==> src/include/dcache_config.svh <==
`ifndef DCACHE_CONFIG_SVH_
`define DCACHE_CONFIG_SVH_

// Cache geometry
`define DC_N_WAY        2   // Associativity
`define DC_IDX_LEN      3   // Set index bits
`define DC_TAG_LEN      8   // Tag bits
`define DC_OFF_LEN      2   // Word offset inside a line

// Data and LSQ
`define DC_WORD_LEN     32
`define DC_LSQ_ADDR_LEN 3   // LSQ slot bits

// Miss and victim buffers
`define DC_MSHR_ENTRIES 2
`define DC_WBB_ENTRIES  2

`endif

==> src/hw/dcache_pkg.sv <==
`include "dcache_config.svh"

package dcache_pkg;

  localparam int unsigned N_WAY   = `DC_N_WAY;
  localparam int unsigned N_WORDS = 2**`DC_OFF_LEN;  // Words per line

  // Address fields, data word and LSQ slot
  typedef logic [`DC_TAG_LEN-1:0]      tag_t;
  typedef logic [`DC_IDX_LEN-1:0]      idx_t;
  typedef logic [`DC_OFF_LEN-1:0]      line_off_t;
  typedef logic [`DC_WORD_LEN-1:0]     word_t;
  typedef logic [`DC_LSQ_ADDR_LEN-1:0] lsq_addr_t;

  // Key of both buffers
  typedef struct packed {
    tag_t tag;
    idx_t idx;
  } line_addr_t;

  typedef logic [N_WORDS-1:0][`DC_WORD_LEN-1:0] dcache_line_t;
  typedef logic [N_WAY-1:0]                     way_vec_t;  // Hit and replacement vectors

  typedef enum logic [1:0] {
    d1_none,
    d1_load,
    d1_refill  // Line back from L2, routed through d0
  } d1_req_kind_e;

  typedef struct packed {
    logic         valid;
    d1_req_kind_e kind;
    tag_t         tag;
    idx_t         idx;
    line_off_t    offset;
    lsq_addr_t    lsq_addr;
    dcache_line_t line;  // Refill data only
  } d0_d1_req_t;

  // Whole indexed set as read by d0
  typedef struct packed {
    tag_t [N_WAY-1:0]         tag_vec;
    way_vec_t                 valid_vec;
    way_vec_t                 dirty_vec;
    dcache_line_t [N_WAY-1:0] line_vec;
  } set_readout_t;

  typedef struct packed {
    logic      valid;
    logic      hit;
    word_t     data;
    lsq_addr_t lsq_addr;
  } lsq_ans_t;

  // Line write toward d0, the written line is clean
  typedef struct packed {
    logic         valid;
    idx_t         idx;
    way_vec_t     way_vec;
    dcache_line_t line;
  } d1_d0_write_t;

  // First load that missed on the line
  typedef struct packed {
    lsq_addr_t lsq_addr;
    line_off_t offset;
  } mshr_payload_t;

endpackage

==> src/hw/l2_req_pkg.sv <==
package l2_req_pkg;

  import dcache_pkg::*;

  typedef enum logic {
    l2_fetch,       // Line read for an MSHR miss
    l2_write_back   // Dirty victim out of the WBB
  } l2_req_kind_e;

  typedef struct packed {
    logic         valid;
    l2_req_kind_e kind;
    line_addr_t   line_addr;
    dcache_line_t line;  // Meaningful on write-back only
  } l2_req_t;

  // Victim line held in the WBB
  typedef struct packed {
    dcache_line_t line;
  } wbb_payload_t;

endpackage

==> src/hw/d1_tag_compare.sv <==
`timescale 1ns/100ps

module d1_tag_compare
  import dcache_pkg::*;
(
  input  tag_t         tag_i,
  input  idx_t         idx_i,               // Set of the request, for the victim address
  input  line_off_t    offset_i,
  input  set_readout_t set_readout_i,
  input  way_vec_t     victim_vec_i,        // One-hot way from the FIFO
  output way_vec_t     hit_vec_o,
  output logic         hit_o,
  output word_t        hit_word_o,
  output logic         victim_dirty_o,
  output line_addr_t   victim_line_addr_o,
  output dcache_line_t victim_line_o
);

  dcache_line_t hit_line;  // Line of the way that hit

  always_comb begin
    hit_line               = '0;
    victim_dirty_o         = 1'b0;
    victim_line_o          = '0;
    victim_line_addr_o.tag = '0;
    victim_line_addr_o.idx = idx_i;  // Same set as the request
    for (int w = 0; w < N_WAY; w++) begin
      // Only valid ways can hit
      hit_vec_o[w] = set_readout_i.valid_vec[w] && (set_readout_i.tag_vec[w] == tag_i);
      if (hit_vec_o[w]) hit_line = set_readout_i.line_vec[w];
      if (victim_vec_i[w]) begin
        // Write back only what is both valid and modified
        victim_dirty_o         = set_readout_i.valid_vec[w] && set_readout_i.dirty_vec[w];
        victim_line_addr_o.tag = set_readout_i.tag_vec[w];  // Stored tag rebuilds the address
        victim_line_o          = set_readout_i.line_vec[w];
      end
    end
  end

  assign hit_o      = |hit_vec_o;
  assign hit_word_o = hit_line[offset_i];  // Addressed word of the hit line

endmodule

==> src/hw/d1_repl_fifo.sv <==
`timescale 1ns/100ps

module d1_repl_fifo
  import dcache_pkg::*;
(
  input  logic     clk_i,
  input  logic     rst_ni,
  input  idx_t     idx_i,
  input  logic     advance_i,      // Refill written into the pointed way
  output way_vec_t victim_vec_o
);

  localparam int unsigned N_SETS = 2**$bits(idx_t);
  localparam int unsigned PTR_W  = (N_WAY > 1) ? $clog2(N_WAY) : 1;

  // Next way to replace, one per set
  logic [PTR_W-1:0] ptr_q [N_SETS];

  always_ff @(posedge clk_i or negedge rst_ni) begin
    if (!rst_ni) begin
      for (int s = 0; s < N_SETS; s++) begin
        ptr_q[s] <= '0;  // Way 0 first
      end
    end else if (advance_i) begin
      // Round robin over the ways of this set
      if (ptr_q[idx_i] == PTR_W'(N_WAY - 1)) ptr_q[idx_i] <= '0;
      else ptr_q[idx_i] <= ptr_q[idx_i] + 1'b1;
    end
  end

  assign victim_vec_o = way_vec_t'(1) << ptr_q[idx_i];  // One-hot victim

endmodule

==> src/hw/d1_entry_buffer.sv <==
`timescale 1ns/100ps

module d1_entry_buffer
  import dcache_pkg::*;
#(
  parameter int unsigned N_ENTRIES = 2,
  parameter type         payload_t = logic
) (
  input  logic       clk_i,
  input  logic       rst_ni,
  input  logic       add_i,
  input  line_addr_t add_key_i,
  input  payload_t   add_payload_i,
  input  line_addr_t lookup_key_i,
  input  logic       clr_hit_i,        // Free the entry that matched the lookup
  output logic       hit_o,
  output payload_t   hit_payload_o,
  output logic       full_o,
  output logic       req_valid_o,      // Issue side toward L2
  output line_addr_t req_key_o,
  output payload_t   req_payload_o,
  input  logic       req_accept_i,
  input  logic       free_on_accept_i  // 1 for WBB, 0 for MSHR
);

  localparam int unsigned IDX_W = (N_ENTRIES > 1) ? $clog2(N_ENTRIES) : 1;

  typedef enum logic [1:0] {
    ent_free,
    ent_pending,  // Waiting to go to L2
    ent_sent      // Fetch issued, waiting for the refill
  } ent_state_e;

  ent_state_e       state_q   [N_ENTRIES];
  line_addr_t       key_q     [N_ENTRIES];
  payload_t         payload_q [N_ENTRIES];
  logic [IDX_W-1:0] hit_idx, free_idx, pend_idx, issue_idx;
  logic             any_free, any_pend;
  logic             hold_q;      // Offered last cycle and not taken
  logic [IDX_W-1:0] hold_idx_q;

  // Scan downward so the lowest index wins
  always_comb begin
    hit_o    = 1'b0;
    hit_idx  = '0;
    any_free = 1'b0;
    free_idx = '0;
    any_pend = 1'b0;
    pend_idx = '0;
    for (int i = N_ENTRIES - 1; i >= 0; i--) begin
      if (state_q[i] != ent_free && key_q[i] == lookup_key_i) begin
        hit_o   = 1'b1;
        hit_idx = IDX_W'(i);
      end
      if (state_q[i] == ent_free) begin
        any_free = 1'b1;
        free_idx = IDX_W'(i);
      end
      if (state_q[i] == ent_pending) begin
        any_pend = 1'b1;
        pend_idx = IDX_W'(i);
      end
    end
  end

  // Keep offering the same entry until L2 takes it
  assign issue_idx = (hold_q && state_q[hold_idx_q] == ent_pending) ? hold_idx_q : pend_idx;

  assign full_o        = !any_free;
  assign hit_payload_o = payload_q[hit_idx];
  assign req_valid_o   = any_pend;
  assign req_key_o     = key_q[issue_idx];
  assign req_payload_o = payload_q[issue_idx];

  always_ff @(posedge clk_i or negedge rst_ni) begin
    if (!rst_ni) begin
      for (int i = 0; i < N_ENTRIES; i++) begin
        state_q[i] <= ent_free;
      end
      hold_q     <= 1'b0;
      hold_idx_q <= '0;
    end else begin
      if (add_i && any_free) state_q[free_idx] <= ent_pending;
      if (req_accept_i) state_q[issue_idx] <= free_on_accept_i ? ent_free : ent_sent;
      if (clr_hit_i && hit_o) state_q[hit_idx] <= ent_free;  // Refill done
      hold_q     <= req_valid_o && !req_accept_i;
      hold_idx_q <= issue_idx;
    end
  end

  // Entry contents
  always_ff @(posedge clk_i) begin
    if (add_i && any_free) begin
      key_q[free_idx]     <= add_key_i;
      payload_q[free_idx] <= add_payload_i;
    end
  end

endmodule

==> src/hw/d1_l2_arbiter.sv <==
`timescale 1ns/100ps

module d1_l2_arbiter
  import dcache_pkg::*, l2_req_pkg::*;
(
  input  logic         mshr_req_valid_i,
  input  line_addr_t   mshr_req_key_i,
  input  logic         wbb_req_valid_i,
  input  line_addr_t   wbb_req_key_i,
  input  wbb_payload_t wbb_req_payload_i,
  input  logic         l2_req_rdy_i,
  input  logic         wbb_full_i,      // Gives the WBB priority
  output l2_req_t      l2_req_o,
  output logic         mshr_accept_o,
  output logic         wbb_accept_o
);

  logic wbb_wins;

  // Drain a full WBB first, else fetches go ahead
  assign wbb_wins = wbb_req_valid_i && (wbb_full_i || !mshr_req_valid_i);

  always_comb begin
    l2_req_o.valid = mshr_req_valid_i || wbb_req_valid_i;
    if (wbb_wins) begin
      l2_req_o.kind      = l2_write_back;
      l2_req_o.line_addr = wbb_req_key_i;
      l2_req_o.line      = wbb_req_payload_i.line;
    end else begin
      l2_req_o.kind      = l2_fetch;
      l2_req_o.line_addr = mshr_req_key_i;
      l2_req_o.line      = '0;  // No data on a fetch
    end
  end

  // One-cycle accept to the winner only
  assign wbb_accept_o  = wbb_wins && l2_req_rdy_i;
  assign mshr_accept_o = !wbb_wins && mshr_req_valid_i && l2_req_rdy_i;

endmodule

==> src/hw/d1_ctrl.sv <==
`timescale 1ns/100ps

module d1_ctrl
  import dcache_pkg::*;
(
  input  d0_d1_req_t    req_i,
  input  logic          hit_i,
  input  word_t         hit_word_i,
  input  logic          victim_dirty_i,
  input  way_vec_t      victim_vec_i,
  input  logic          mshr_hit_i,
  input  mshr_payload_t mshr_hit_payload_i,
  input  logic          mshr_full_i,
  input  logic          wbb_hit_i,
  input  logic          wbb_full_i,
  output logic          rdy_o,
  output lsq_ans_t      lsq_ans_o,
  output d1_d0_write_t  d0_write_o,
  output logic          mshr_add_o,
  output logic          mshr_clr_o,
  output logic          wbb_add_o,
  output logic          repl_advance_o
);

  always_comb begin
    rdy_o          = 1'b1;
    lsq_ans_o      = '0;
    d0_write_o     = '0;
    mshr_add_o     = 1'b0;
    mshr_clr_o     = 1'b0;
    wbb_add_o      = 1'b0;
    repl_advance_o = 1'b0;
    if (req_i.valid) begin
      case (req_i.kind)
        d1_load: begin
          lsq_ans_o.lsq_addr = req_i.lsq_addr;
          lsq_ans_o.data     = hit_word_i;
          if (hit_i) begin
            lsq_ans_o.valid = 1'b1;
            lsq_ans_o.hit   = 1'b1;
          end else if (wbb_hit_i || (!mshr_hit_i && mshr_full_i)) begin
            rdy_o = 1'b0;  // Line leaving or no room, d0 holds the load
          end else begin
            lsq_ans_o.valid = 1'b1;          // Miss, LSQ retries later
            mshr_add_o      = !mshr_hit_i;   // Fetch the line once
          end
        end
        d1_refill: begin
          if (victim_dirty_i && wbb_full_i) begin
            rdy_o = 1'b0;  // Nowhere to put the dirty victim
          end else begin
            d0_write_o.valid   = 1'b1;
            d0_write_o.idx     = req_i.idx;
            d0_write_o.way_vec = victim_vec_i;
            d0_write_o.line    = req_i.line;
            wbb_add_o          = victim_dirty_i;
            repl_advance_o     = 1'b1;
            mshr_clr_o         = mshr_hit_i;
            // Wake the load that first missed
            lsq_ans_o.valid    = mshr_hit_i;
            lsq_ans_o.hit      = mshr_hit_i;
            lsq_ans_o.data     = req_i.line[mshr_hit_payload_i.offset];
            lsq_ans_o.lsq_addr = mshr_hit_payload_i.lsq_addr;
          end
        end
        default: ;
      endcase
    end
  end

endmodule

==> src/hw/dcache_d1.sv <==
`timescale 1ns/100ps
`include "dcache_config.svh"

module dcache_d1
  import dcache_pkg::*, l2_req_pkg::*;
(
  input  logic         clk_i,
  input  logic         rst_ni,
  input  d0_d1_req_t   d0_d1_req_i,    // Stage register from d0
  input  set_readout_t set_readout_i,
  output logic         d1_d0_rdy_o,
  output d1_d0_write_t d1_d0_write_o,  // Refill line write
  output lsq_ans_t     lsq_ans_o,
  output l2_req_t      l2_req_o,
  input  logic         l2_req_rdy_i
);

  line_addr_t    req_line_addr;
  way_vec_t      victim_vec;
  logic          hit, victim_dirty;
  word_t         hit_word;
  line_addr_t    victim_line_addr;
  dcache_line_t  victim_line;
  logic          repl_advance;
  // MSHR side
  logic          mshr_add, mshr_clr, mshr_hit, mshr_full;
  logic          mshr_req_valid, mshr_accept;
  mshr_payload_t mshr_add_payload, mshr_hit_payload;
  line_addr_t    mshr_req_key;
  // WBB side
  logic          wbb_add, wbb_hit, wbb_full;
  logic          wbb_req_valid, wbb_accept;
  wbb_payload_t  wbb_add_payload, wbb_req_payload;
  line_addr_t    wbb_req_key;
  // L2 port
  logic          l2_hold_q, l2_hold_wb_q, wbb_prio;

  assign req_line_addr.tag = d0_d1_req_i.tag;
  assign req_line_addr.idx = d0_d1_req_i.idx;

  d1_tag_compare u_tag_compare (
    .tag_i(d0_d1_req_i.tag), .idx_i(d0_d1_req_i.idx), .offset_i(d0_d1_req_i.offset),
    .set_readout_i(set_readout_i), .victim_vec_i(victim_vec),
    .hit_vec_o(), .hit_o(hit), .hit_word_o(hit_word), .victim_dirty_o(victim_dirty),
    .victim_line_addr_o(victim_line_addr), .victim_line_o(victim_line)
  );

  d1_repl_fifo u_repl_fifo (
    .clk_i(clk_i), .rst_ni(rst_ni), .idx_i(d0_d1_req_i.idx),
    .advance_i(repl_advance), .victim_vec_o(victim_vec)
  );

  d1_ctrl u_ctrl (
    .req_i(d0_d1_req_i), .hit_i(hit), .hit_word_i(hit_word),
    .victim_dirty_i(victim_dirty), .victim_vec_i(victim_vec),
    .mshr_hit_i(mshr_hit), .mshr_hit_payload_i(mshr_hit_payload), .mshr_full_i(mshr_full),
    .wbb_hit_i(wbb_hit), .wbb_full_i(wbb_full),
    .rdy_o(d1_d0_rdy_o), .lsq_ans_o(lsq_ans_o), .d0_write_o(d1_d0_write_o),
    .mshr_add_o(mshr_add), .mshr_clr_o(mshr_clr), .wbb_add_o(wbb_add),
    .repl_advance_o(repl_advance)
  );

  assign mshr_add_payload.lsq_addr = d0_d1_req_i.lsq_addr;
  assign mshr_add_payload.offset   = d0_d1_req_i.offset;
  assign wbb_add_payload.line      = victim_line;

  d1_entry_buffer #(.N_ENTRIES(`DC_MSHR_ENTRIES), .payload_t(mshr_payload_t)) u_mshr (
    .clk_i(clk_i), .rst_ni(rst_ni),
    .add_i(mshr_add), .add_key_i(req_line_addr), .add_payload_i(mshr_add_payload),
    .lookup_key_i(req_line_addr), .clr_hit_i(mshr_clr),
    .hit_o(mshr_hit), .hit_payload_o(mshr_hit_payload), .full_o(mshr_full),
    .req_valid_o(mshr_req_valid), .req_key_o(mshr_req_key), .req_payload_o(),
    .req_accept_i(mshr_accept), .free_on_accept_i(1'b0)  // Held until the refill
  );

  d1_entry_buffer #(.N_ENTRIES(`DC_WBB_ENTRIES), .payload_t(wbb_payload_t)) u_wbb (
    .clk_i(clk_i), .rst_ni(rst_ni),
    .add_i(wbb_add), .add_key_i(victim_line_addr), .add_payload_i(wbb_add_payload),
    .lookup_key_i(req_line_addr), .clr_hit_i(1'b0),
    .hit_o(wbb_hit), .hit_payload_o(), .full_o(wbb_full),
    .req_valid_o(wbb_req_valid), .req_key_o(wbb_req_key), .req_payload_o(wbb_req_payload),
    .req_accept_i(wbb_accept), .free_on_accept_i(1'b1)   // Gone once L2 takes it
  );

  // A stalled L2 request keeps its winner so the port stays stable
  always_ff @(posedge clk_i or negedge rst_ni) begin
    if (!rst_ni) begin
      l2_hold_q    <= 1'b0;
      l2_hold_wb_q <= 1'b0;
    end else begin
      l2_hold_q    <= l2_req_o.valid && !l2_req_rdy_i;
      l2_hold_wb_q <= (l2_req_o.kind == l2_write_back);
    end
  end

  assign wbb_prio = l2_hold_q ? l2_hold_wb_q : wbb_full;

  d1_l2_arbiter u_l2_arbiter (
    .mshr_req_valid_i(mshr_req_valid), .mshr_req_key_i(mshr_req_key),
    .wbb_req_valid_i(wbb_req_valid), .wbb_req_key_i(wbb_req_key),
    .wbb_req_payload_i(wbb_req_payload),
    .l2_req_rdy_i(l2_req_rdy_i), .wbb_full_i(wbb_prio),
    .l2_req_o(l2_req_o), .mshr_accept_o(mshr_accept), .wbb_accept_o(wbb_accept)
  );

endmodule

==> config.mk <==
export PLATFORM = sky130hd
export DESIGN_NAME = dcache_d1
export DESIGN_NICKNAME = d
export VERILOG_FILES = /design/src/hw/dcache_pkg.sv /design/src/hw/l2_req_pkg.sv /design/src/hw/d1_tag_compare.sv /design/src/hw/d1_repl_fifo.sv /design/src/hw/d1_entry_buffer.sv /design/src/hw/d1_l2_arbiter.sv /design/src/hw/d1_ctrl.sv /design/src/hw/dcache_d1.sv
export VERILOG_INCLUDE_DIRS = /design/src /design/src/include
export SDC_FILE = /design/constraint.sdc
export NUM_CORES = 1
export LEC_CHECK = 0
export BUFFER_PORTS_ARGS = -buffer_cell sky130_fd_sc_hd__buf_2
export CORE_AREA = 5 5 284 286
export CTS_BUF_LIST = sky130_fd_sc_hd__clkbuf_16
export DETAILED_ROUTE_END_ITERATION = 6
export DIE_AREA = 0 0 289 291
export PLACE_DENSITY_LB_ADDON = 0.15
export SLEW_MARGIN = 5
export SYNTH_ARGS = -nofsm -noshare
export SYNTH_HDL_FRONTEND = slang
export SYNTH_SLANG_ARGS = --single-unit
==> constraint.sdc <==
create_clock -name clk_i -period 38.2 [get_ports clk_i]
set_input_delay 0 -clock clk_i [delete_from_list [all_inputs] [get_ports clk_i]]
set_output_delay 0 -clock clk_i [all_outputs]
set_load 0.01 [all_outputs]
# Word level (Yosys, flattened, before mapping)
# Memory sizes are Yosys's and may differ from the RTL's.
# Cells that the tools add are included.
# op_classes
addsub	1
multipliers	0
div	0
order_cmp	16
eq_ne	14
shifts	1
muxes	89
bitwise_logic	23
n_reduce_logical	48
# ops
cell	n
$mux 128	4
$mux 134	3
$mux 140	1
$bmux 32 s2	2
$mux 37	2
$pmux 37 s2	1
$mux 32	2
$mux 1	46
$eq 11x11->1	4
$logic_and 1x1->1	28
$mux 8	3
$mux 2	11
$mux 4	5
$eq 8x8->1	2
$eq 2x1->1 const B	7
$ge 2x2->1 const B	7
$not 1->2	7
$demux 2 s1	5
$lt 2x1->1 const B	5
$and 4x4->4	2
$and 8x8->8	1
$bwmux 8	1
$logic_not 1->1	8
$logic_not 2->1	4
other kinds (18)	31
# word_totals
reg_bits	22
latchBits	0
mem_bits_rw	310
romBits	0
output_inout_bits	313
mem_count	4
# memory_table
name	words	word_bits	rd	rd_clocked_by_memory_dff	wr	line	source
u_wbb.payload_q	2	128	1	0	1	d1_entry_buffer.sv:36	payload_t payload_q [N_ENTRIES];
u_mshr.key_q	2	11	3	0	1	d1_entry_buffer.sv:35	line_addr_t key_q [N_ENTRIES];
u_wbb.key_q	2	11	3	0	1	d1_entry_buffer.sv:35	
u_mshr.payload_q	2	5	1	0	1	d1_entry_buffer.sv:36	

# Longest topological paths before layout
# Gate-level depths: netlist (run 1).
# An unclocked memory read counts as a cell.
# depth
ltp_word	18
depth_mapped	11
mapped_depth_nobuf	9

# Modules after synthesis
# From an unflattened synthesis (run 1), not the netlist that was laid out.
# hier_totals
hier_cells	1565
area_unflattened_um2	21267.9
# by_module_without_submodules
module	instances	cells_each	area_each_um2
d1_entry_buffer at u_wbb	1	645	12157.9
d1_tag_compare	1	328	3530.9
d1_ctrl	1	273	2230.9
d1_entry_buffer at u_mshr	1	117	1775.5
d1_l2_arbiter	1	161	1056.0
d1_repl_fifo	1	35	437.9
dcache_d1	1	6	78.8

# Least setup slack after synthesis (run 1)
# OpenSTA, ideal clock, no wires.
# synth_path
kind	register to register
startpoint	reg u_repl_fifo.ptr_q[4] (netlist name)
endpoint	mem u_wbb.key_q[0][0] (netlist name), enable pin
setup_ns	0.981
arrival_time_ns	14.600
required_ns	37.219
slack_ns	22.619
path_stages_with_launch	6
synth_period_minus_slack_ns	15.581
path_cell_list	dfrtp_1 > and2_0 > mux4_2 > nor2_1 > mux2_2 > nor4_1
# synth_between
elab_chain_cells	13
# synth_rtl
element	line	source
from (decl)	d1_repl_fifo.sv:17	logic [PTR_W-1:0] ptr_q [N_SETS];
from (signal, indexed assignment)	d1_repl_fifo.sv:27	else ptr_q[idx_i] <= ptr_q[idx_i] + 1'b1;
$bmux 1 s3 *	d1_repl_fifo.sv:31	assign victim_vec_o = way_vec_t'(1) << ptr_q[idx_i];
$mux 1 (implied by the code) * (2 in a row)	d1_repl_fifo.sv:31	
$shl 1x1->2 *	d1_repl_fifo.sv:31	
$mux 1	d1_tag_compare.sv:31	if (victim_vec_i[w]) begin
$mux 1 *	d1_tag_compare.sv:31	
$logic_and 1x1->1	d1_ctrl.sv:49	if (victim_dirty_i && wbb_full_i) begin
$mux 1 *	d1_ctrl.sv:49	
$mux 1 *	d1_ctrl.sv:34	case (req_i.kind)
$mux 1 *	d1_ctrl.sv:33	if (req_i.valid) begin
$logic_and 1x1->1 *	d1_entry_buffer.sv:93	if (add_i && any_free) begin
$mux 1 *	d1_entry_buffer.sv:93	
$mux 1 (implied by the code) *	d1_entry_buffer.sv:94	key_q[free_idx] <= add_key_i;
to (decl)	d1_entry_buffer.sv:35	
# Every way passes the cells marked *; elsewhere a longest branch is shown, timed or not. The select of a mux whose other input is x is not followed.

# Final worst setup path (run 1)
# layout_path
startpoint	reg u_repl_fifo.ptr_q[1] (netlist name)
endpoint	mem u_wbb.payload_q[1][112] (netlist name), enable pin
# layout_between
elab_chain_cells	13
# layout_rtl
element	line	source
$bmux 1 s3 *	d1_repl_fifo.sv:31	
$mux 1 (implied by the code) * (2 in a row)	d1_repl_fifo.sv:31	
$shl 1x1->2 *	d1_repl_fifo.sv:31	
$mux 1	d1_tag_compare.sv:31	
$mux 1 *	d1_tag_compare.sv:31	
$logic_and 1x1->1	d1_ctrl.sv:49	
$mux 1 *	d1_ctrl.sv:49	
$mux 1 *	d1_ctrl.sv:34	
$mux 1 *	d1_ctrl.sv:33	
$logic_and 1x1->1 *	d1_entry_buffer.sv:93	
$mux 1 *	d1_entry_buffer.sv:93	
$mux 1 (implied by the code) *	d1_entry_buffer.sv:95	payload_q[free_idx] <= add_payload_i;
to (decl)	d1_entry_buffer.sv:36	
# Marked as above.

==> flow_metrics.py, run 1 <==
metrics = {
    "synthesis": {
        "ys_ff_latch": 332,
        "synth_most_common_cell": "nand2_1",
        "synth_area_um2": 20800,
        "synth-seq-area-share_pct": 47.3,
        "syn_area_per_cell_um2": 10.9,
        "synth_edf_count": 310,
        "yosys-top-cells-count": "nand2_1, edfxtp_1, mux2_2",
        "synth_flop_cell": "edfxtp_1",
        "synthTopCellsByArea": "edfxtp_1, mux2_2, mux4_2",
        "syn-num-nets": 2346,
        "synthArstFlopShare_pct": 6.63,
        "synth_top_cell_by_area": "edfxtp_1",
        "yosysUniqueCellTypes": 56,
        "yosys.area.top_type_share_pct": 44.7,
        "syn_inst": 1918,
        "yosysWarnings": 0,
    },
    "power_and_ir_drop": {
        "p_leak_nw": 12.0,
        "cellPowerDensity_nw_per_um2": 47.5,
        "peakVddDrop_uv": 28.1,
    },
    "clocking": {
        "cts_buffers": 38,
        "insertion_delay_ns": 0.55,
        "post_cts_buffers": 0,
        "cts_root_buf": "clkbuf_16",
        "cts_tree": "built",
        "clk_pin_slew_ns": 0.07,
        "h-tree-depth": 2,
        "cts_buffer_depth": 3,
        "cts_sinks": 332,
        "cts_resized": 0,
        "ctsHoldBuffers": 292,
    },
    "drt": {
        "drtIter0Drc": 1180,
        "wl_per_cell_um": 24.3,
        "drc_errors": 0,
        "final_antenna_net_count": 0,
        "first_pass_iters": 5,
        "vias": 19800,
        "wl_um": 95000,
        "vias_per_cell": 5.05,
    },
    "worst_setup_path": {
        "r2r-start": "u_repl_fifo.ptr_q[1]",
        "crit_arrival_ns": 5.25,
        "path_max_fanout": 71,
        "path_class": "register to register",
        "crit_path_end_kind": "register",
        "startpoint": "u_repl_fifo.ptr_q[1]",
        "crit_slowest_cell": "buf_4",
        "critPathMaxStageDelay_ns": 0.94,
        "worstReg2RegEnd": "u_wbb.payload_q[1][112]",
        "cp_common_cell": "buf_4",
        "r2r_cells": 7,
        "worst_setup_path_start_kind": "register",
        "crit_required_ns": 38.34,
        "regToRegSetupSlack_ns": 33.10,
        "path_cells": "nor2b_1, mux4_2, nor2_4, mux2_2, nor3_2, buf_4, buf_4",
    },
    "worst_hold_path": {
        "holdPathStages": 2,
        "hp-start": "d0_d1_req_i[131]",
        "holdPathEnd": "u_mshr.payload_q[0][0]",
        "holdCritPathClass": "input port to register",
    },
    "final_layout": {
        "seqCellArea_um2": 9860,
        "layoutNonFillerInstCount": 3912,
        "multiInputGateArea_um2": 10300,
        "area_growth_pct": 41.7,
        "drive_above_1_share_pct": 36.5,
        "fill_cells": 7763,
        "nets": 3258,
    },
    "place": {
        "placed_cells": 3548,
        "dp_hpwl_um": 69900,
        "port_buffers": 738,
        "gp_congestion": 0.876,
    },
    "status": {
        "status": "completed",
    },
    "run": {
        "maxCapViolations": 0,
    },
    "timing": {
        "relSlewSlack_pct": 23.7,
        "slew_violations": 0,
        "fmax_ghz": 0.196,
        "hold_violations": 0,
        "worst_pin_slew_ns": 1.14,
        "setup_viol": 0,
        "fin_setup_tns_ns": 0,
        "period_share_pct": 13.4,
        "clock-skew-final_ns": 0.0238,
        "rsz0062_at_grt": "no",
        "layout_min_cycle_time_ns": 5.10,
    },
    "grt": {
        "antenna_found_initial": 11,
        "gr-total-overflow": 0,
        "grt_pass1_vias": 19900,
        "globalRouteTotalUtil_pct": 21.2,
        "grt_max_degree": 141,
        "grt_pass1_wl_um": 134000,
    },
    "floorplan": {
        "die_h_um": 291,
        "initial_utilization_pct": 26.7,
        "die_x_um": 289,
        "die_area_um2": 84100,
        "row_count": 103,
        "ioPinCount": 739,
        "core-area_um2": 78100,
    },
}
## registers in the layout, indices dropped and copies added (netlist names)
| register | count |
|---|---|
| u_mshr.hold_q | 1 |
| u_mshr.key_q | 22 |
| u_wbb.hold_q | 1 |
| u_wbb.state_q | 4 |
| u_repl_fifo.ptr_q | 8 |
| u_wbb.hold_idx_q | 1 |
| l2_hold_q | 1 |
| u_wbb.payload_q | 256 |
| u_mshr.state_q | 4 |
| u_mshr.hold_idx_q | 1 |
| l2_hold_wb_q | 1 |
| u_wbb.key_q | 22 |
| u_mshr.payload_q | 10 |
## worst max path at each step
| stage | end |
|---|---|
| 2_1_floorplan | u_wbb.key_q[0][0] |
| 3_3_place_gp | u_wbb.payload_q[1][112] |
| 3_5_place_dp | u_wbb.payload_q[1][112] |
| 4_1_cts | u_wbb.payload_q[1][49] |
| 5_1_grt | u_wbb.payload_q[1][112] |
| 6_report | u_wbb.payload_q[1][112] |
## stage by stage
stage	setup slack, ns	hold slack (ns)	utilization [%]	total power [W]	area, um2
global route	32.84	0.182	37.8	0.00147	29500
CTS	33.06	0.175	37.8	0.00142	29500
floorplan	22.62	-0.296	-	0.000742	20800
global placement	33.09	0.00561	32.5	0.00100	25400
detailed placement	33.12	0.0194	32.5	0.00100	25400
finish	33.10	0.181	37.8	0.00140	29500
## worst max-delay path, delay by kind of cell, from the launching register on
family | cells | cell delay, ns
AND/OR/NAND/NOR | 3 | 1.40
flip-flops | 1 | 0.38
multiplexers | 2 | 1.00
buffers and inverters | 2 | 1.72
## area by class of cell
class / instances / area share [%]
Tap cell: 1050 / 4.45
Timing Repair Buffer: 1055 / 23.1
Sequential cell: 332 / 33.4
Clock buffer: 38 / 3.22
Clock inverter: 29 / 0.885
Multi-Input combinational cell: 1395 / 34.8
Inverter: 8 / 0.110
Antenna cell: 5 / 0.0423
## per-layer routing
layer	part of all wire [%]	GRT usage, %	vias to the layer above
li1	-	-	9001
met1	41	27.5	9766
met2	50	37.1	894
met3	7.1	3.31	101
met4	2.4	4.99	2
met5	0.014	0	-
## where the power goes
| part | leakage, nW | switching, W | internal [W] |
|---|---|---|---|
| Sequential | 3.07 | 0.00000677 | 0.000427 |
| Clock | 0.626 | 0.000152 | 0.000209 |
| Combinational | 8.33 | 0.000378 | 0.000229 |
## kinds of logic after synthesis
logic type                 count (synthesis)  synth area share, %
xor gates and xnor gates                  61                 2.56
DFF                                      332                 47.3
buffers and inverters                    191                 3.79
adders and majority gates                  2                0.120
muxes                                    247                 16.7
and+or+nand+nor                          711                 17.7
AOI/OAI and AO/OA                        374                 11.9
## cells in the final DEF, fill, tap and decap left out, types with 34 or more instances in the layout
cell type and instances:
mux4_2 65, mux2i_1 34, dlygate4sd3_1 291, nor4b_1 65, and2_1 132, nand2b_1 66
buf_2 737, clkbuf_16 38, a311oi_1 64, nand2_1 358, edfxtp_1 310, a21oi_1 137
mux2_2 140, a22oi_1 67
(Power assumes the default switching activity.)
==> inputs of run 2 (changes only) <==
==> constraint.sdc (replaced) <==
create_clock -name clk_i -period 4.7 [get_ports clk_i]
set_input_delay 0 -clock clk_i [delete_from_list [all_inputs] [get_ports clk_i]]
set_output_delay 0 -clock clk_i [all_outputs]
set_load 0.01 [all_outputs]
==> run 2 against run 1 <==
Via count is 0.67% lower. Clock power rose to 8.1 times the previous value. First-iteration DRC count up 13%. Core utilization increased by 0.22 points. Wire length grew 1.9%. Worst hold slack improved by 0.020 ns. Sequential cell count is the same. Combinational power rose to 8.2 times the previous value. Sequential power increased to 8.1 times the previous value. Largest cell class unchanged.
==> flow_metrics.py, run 2 (synthesized netlist as in run 1, its figures left out) <==
metrics = {
    "status": {
        "status": "completed",
    },
    "final_layout": {
        "nets": 3265,
        "layoutNonFillerInstCount": 3918,
        "final_common_cell": "buf_2",
        "final_cell_mix": "buf_2, nand2_1, edfxtp_1",
        "area_growth_pct": 42.6,
        "regMostFlops": "u_wbb.payload_q",
        "utilization_pct": 38.1,
        "largest_reg_flops": 256,
        "reg.largest.list": "u_wbb.payload_q: 256 flops, u_mshr.key_q: 22 flops, u_wbb.key_q: 22 flops",
        "drive_above_1_share_pct": 36.7,
    },
    "timing": {
        "hold_violations": 0,
        "period_share_pct": 88.0,
        "relSlewSlack_pct": 22.9,
        "setup_viol": 0,
        "layout_min_cycle_time_ns": 4.14,
        "clock-skew-final_ns": 0.0386,
        "fin_setup_tns_ns": 0,
        "worst_pin_slew_ns": 1.16,
        "fmax_ghz": 0.242,
        "rsz0062_at_grt": "no",
        "slew_violations": 0,
    },
    "floorplan": {
        "die_area_um2": 84100,
        "die_h_um": 291,
        "row_count": 103,
        "initial_utilization_pct": 26.7,
        "core-area_um2": 78100,
        "ioPinCount": 739,
        "die_x_um": 289,
    },
    "worst_hold_path": {
        "holdCritPathClass": "input port to register",
    },
    "clocking": {
        "post_cts_buffers": 0,
        "h-tree-depth": 2,
        "insertion_delay_ns": 0.55,
        "cts_resized": 0,
        "cts_buffers": 40,
        "cts_sinks": 332,
        "clk_pin_slew_ns": 0.06,
        "cts_root_buf": "clkbuf_16",
        "cts_buffer_depth": 3,
        "ctsHoldBuffers": 291,
        "cts_tree": "built",
    },
    "grt": {
        "grt_pass1_wl_um": 136000,
        "antenna_found_initial": 9,
        "grt_pass1_vias": 19800,
        "gr-total-overflow": 0,
        "grt_max_degree": 146,
        "globalRouteTotalUtil_pct": 21.8,
    },
    "drt": {
        "drtIter0Drc": 1331,
        "wl_per_cell_um": 24.7,
        "wl_um": 96800,
        "drc_errors": 0,
        "first_pass_iters": 5,
        "final_antenna_net_count": 0,
        "vias": 19600,
        "vias_per_cell": 5.01,
    },
    "place": {
        "dp_hpwl_um": 73600,
        "port_buffers": 738,
        "placed_cells": 3554,
        "gp_congestion": 0.909,
    },
    "worst_setup_path": {
        "crit_path_end_kind": "output pin",
        "worst_setup_path_start_kind": "register",
        "crit_required_ns": 4.70,
        "path_max_fanout": 44,
        "crit_arrival_ns": 4.14,
        "path_class": "register to output pin",
    },
    "power_and_ir_drop": {
        "cellPowerDensity_nw_per_um2": 384,
        "peakVddDrop_uv": 305,
        "p_leak_nw": 12.1,
        "total_power_w": 0.0114,
    },
    "run": {
        "maxCapViolations": 0,
    },
}
## run 2: cell count changes in the layout (fill, tap and decap cells not counted), moves of 2 or more
cell       before  now
clkbuf_16      38   42
inv_6           2    0
buf_12          2    9
bufinv_16       4    2
buf_4          25   23
## run 2: cell type report
type | count | area (um2)
flip-flops and latches | 332 | 9860
clock inverters | 27 | 181
inverters | 8 | 32.5
clock buffers | 42 | 1050
diodes | 4 | 10.0
repair buffers | 1060 | 6950
multi-input cells | 1395 | 10300
fillers | 7757 | 48400
well taps | 1050 | 1310
## run 2: power by group
part	internal (W)	switching, W
logic	0.00188	0.00309
registers	0.00347	0.0000569
clock network	0.00171	0.00119
## run 2: worst max-delay path, stage by stage, from the launching register on
cell,delay [ns]
edfxtp_1,0.40
xor2_1,0.19
nor4_1,0.59
and3_2,0.33
buf_4,0.46
a22oi_1,0.18
a311oi_1,0.91
o22a_1,0.25
o21ai_1,0.07
buf_2,0.17
## run 2: metal layers
metal / global-route usage, % / vias to the layer above / part of all wire (%)
met2: 38.1 / 708 / 49
met3: 5.00 / 101 / 7.7
met1: 27.3 / 9795 / 41
li1: - / 9021 / -
met4: 4.89 / 6 / 2.3
met5: 0 / - / 0.052
## run 2: metrics by stage
step	instance area, um2	setup slack, ns	hold slack (ns)
floorplan	20900	-1.63	-0.296
global placement	25600	0.772	0.00575
detailed placement	25600	0.975	0.0134
CTS	29700	0.356	0.163
global route	29700	0.243	0.171
finish	29700	0.564	0.201
## run 2: worst paths after layout
check / cells past startpoint / start / slack (ns) / end
max: 9 / u_mshr.key_q[1][3] / 0.56 / lsq_ans_o[33]
min: 2 / d0_d1_req_i[128] / 0.20 / u_mshr.payload_q[0][2]
max reg2reg: 6 / u_repl_fifo.ptr_q[4] / 1.29 / u_wbb.payload_q[0][115]
min reg2reg: 0 / u_wbb.state_q[1] / 0.45 / u_wbb.state_q[1]
max in group asynchronous: 3 / rst_ni / 3.28 / u_wbb.state_q[3]
min in group asynchronous: 3 / rst_ni / 0.77 / u_mshr.state_q[0]
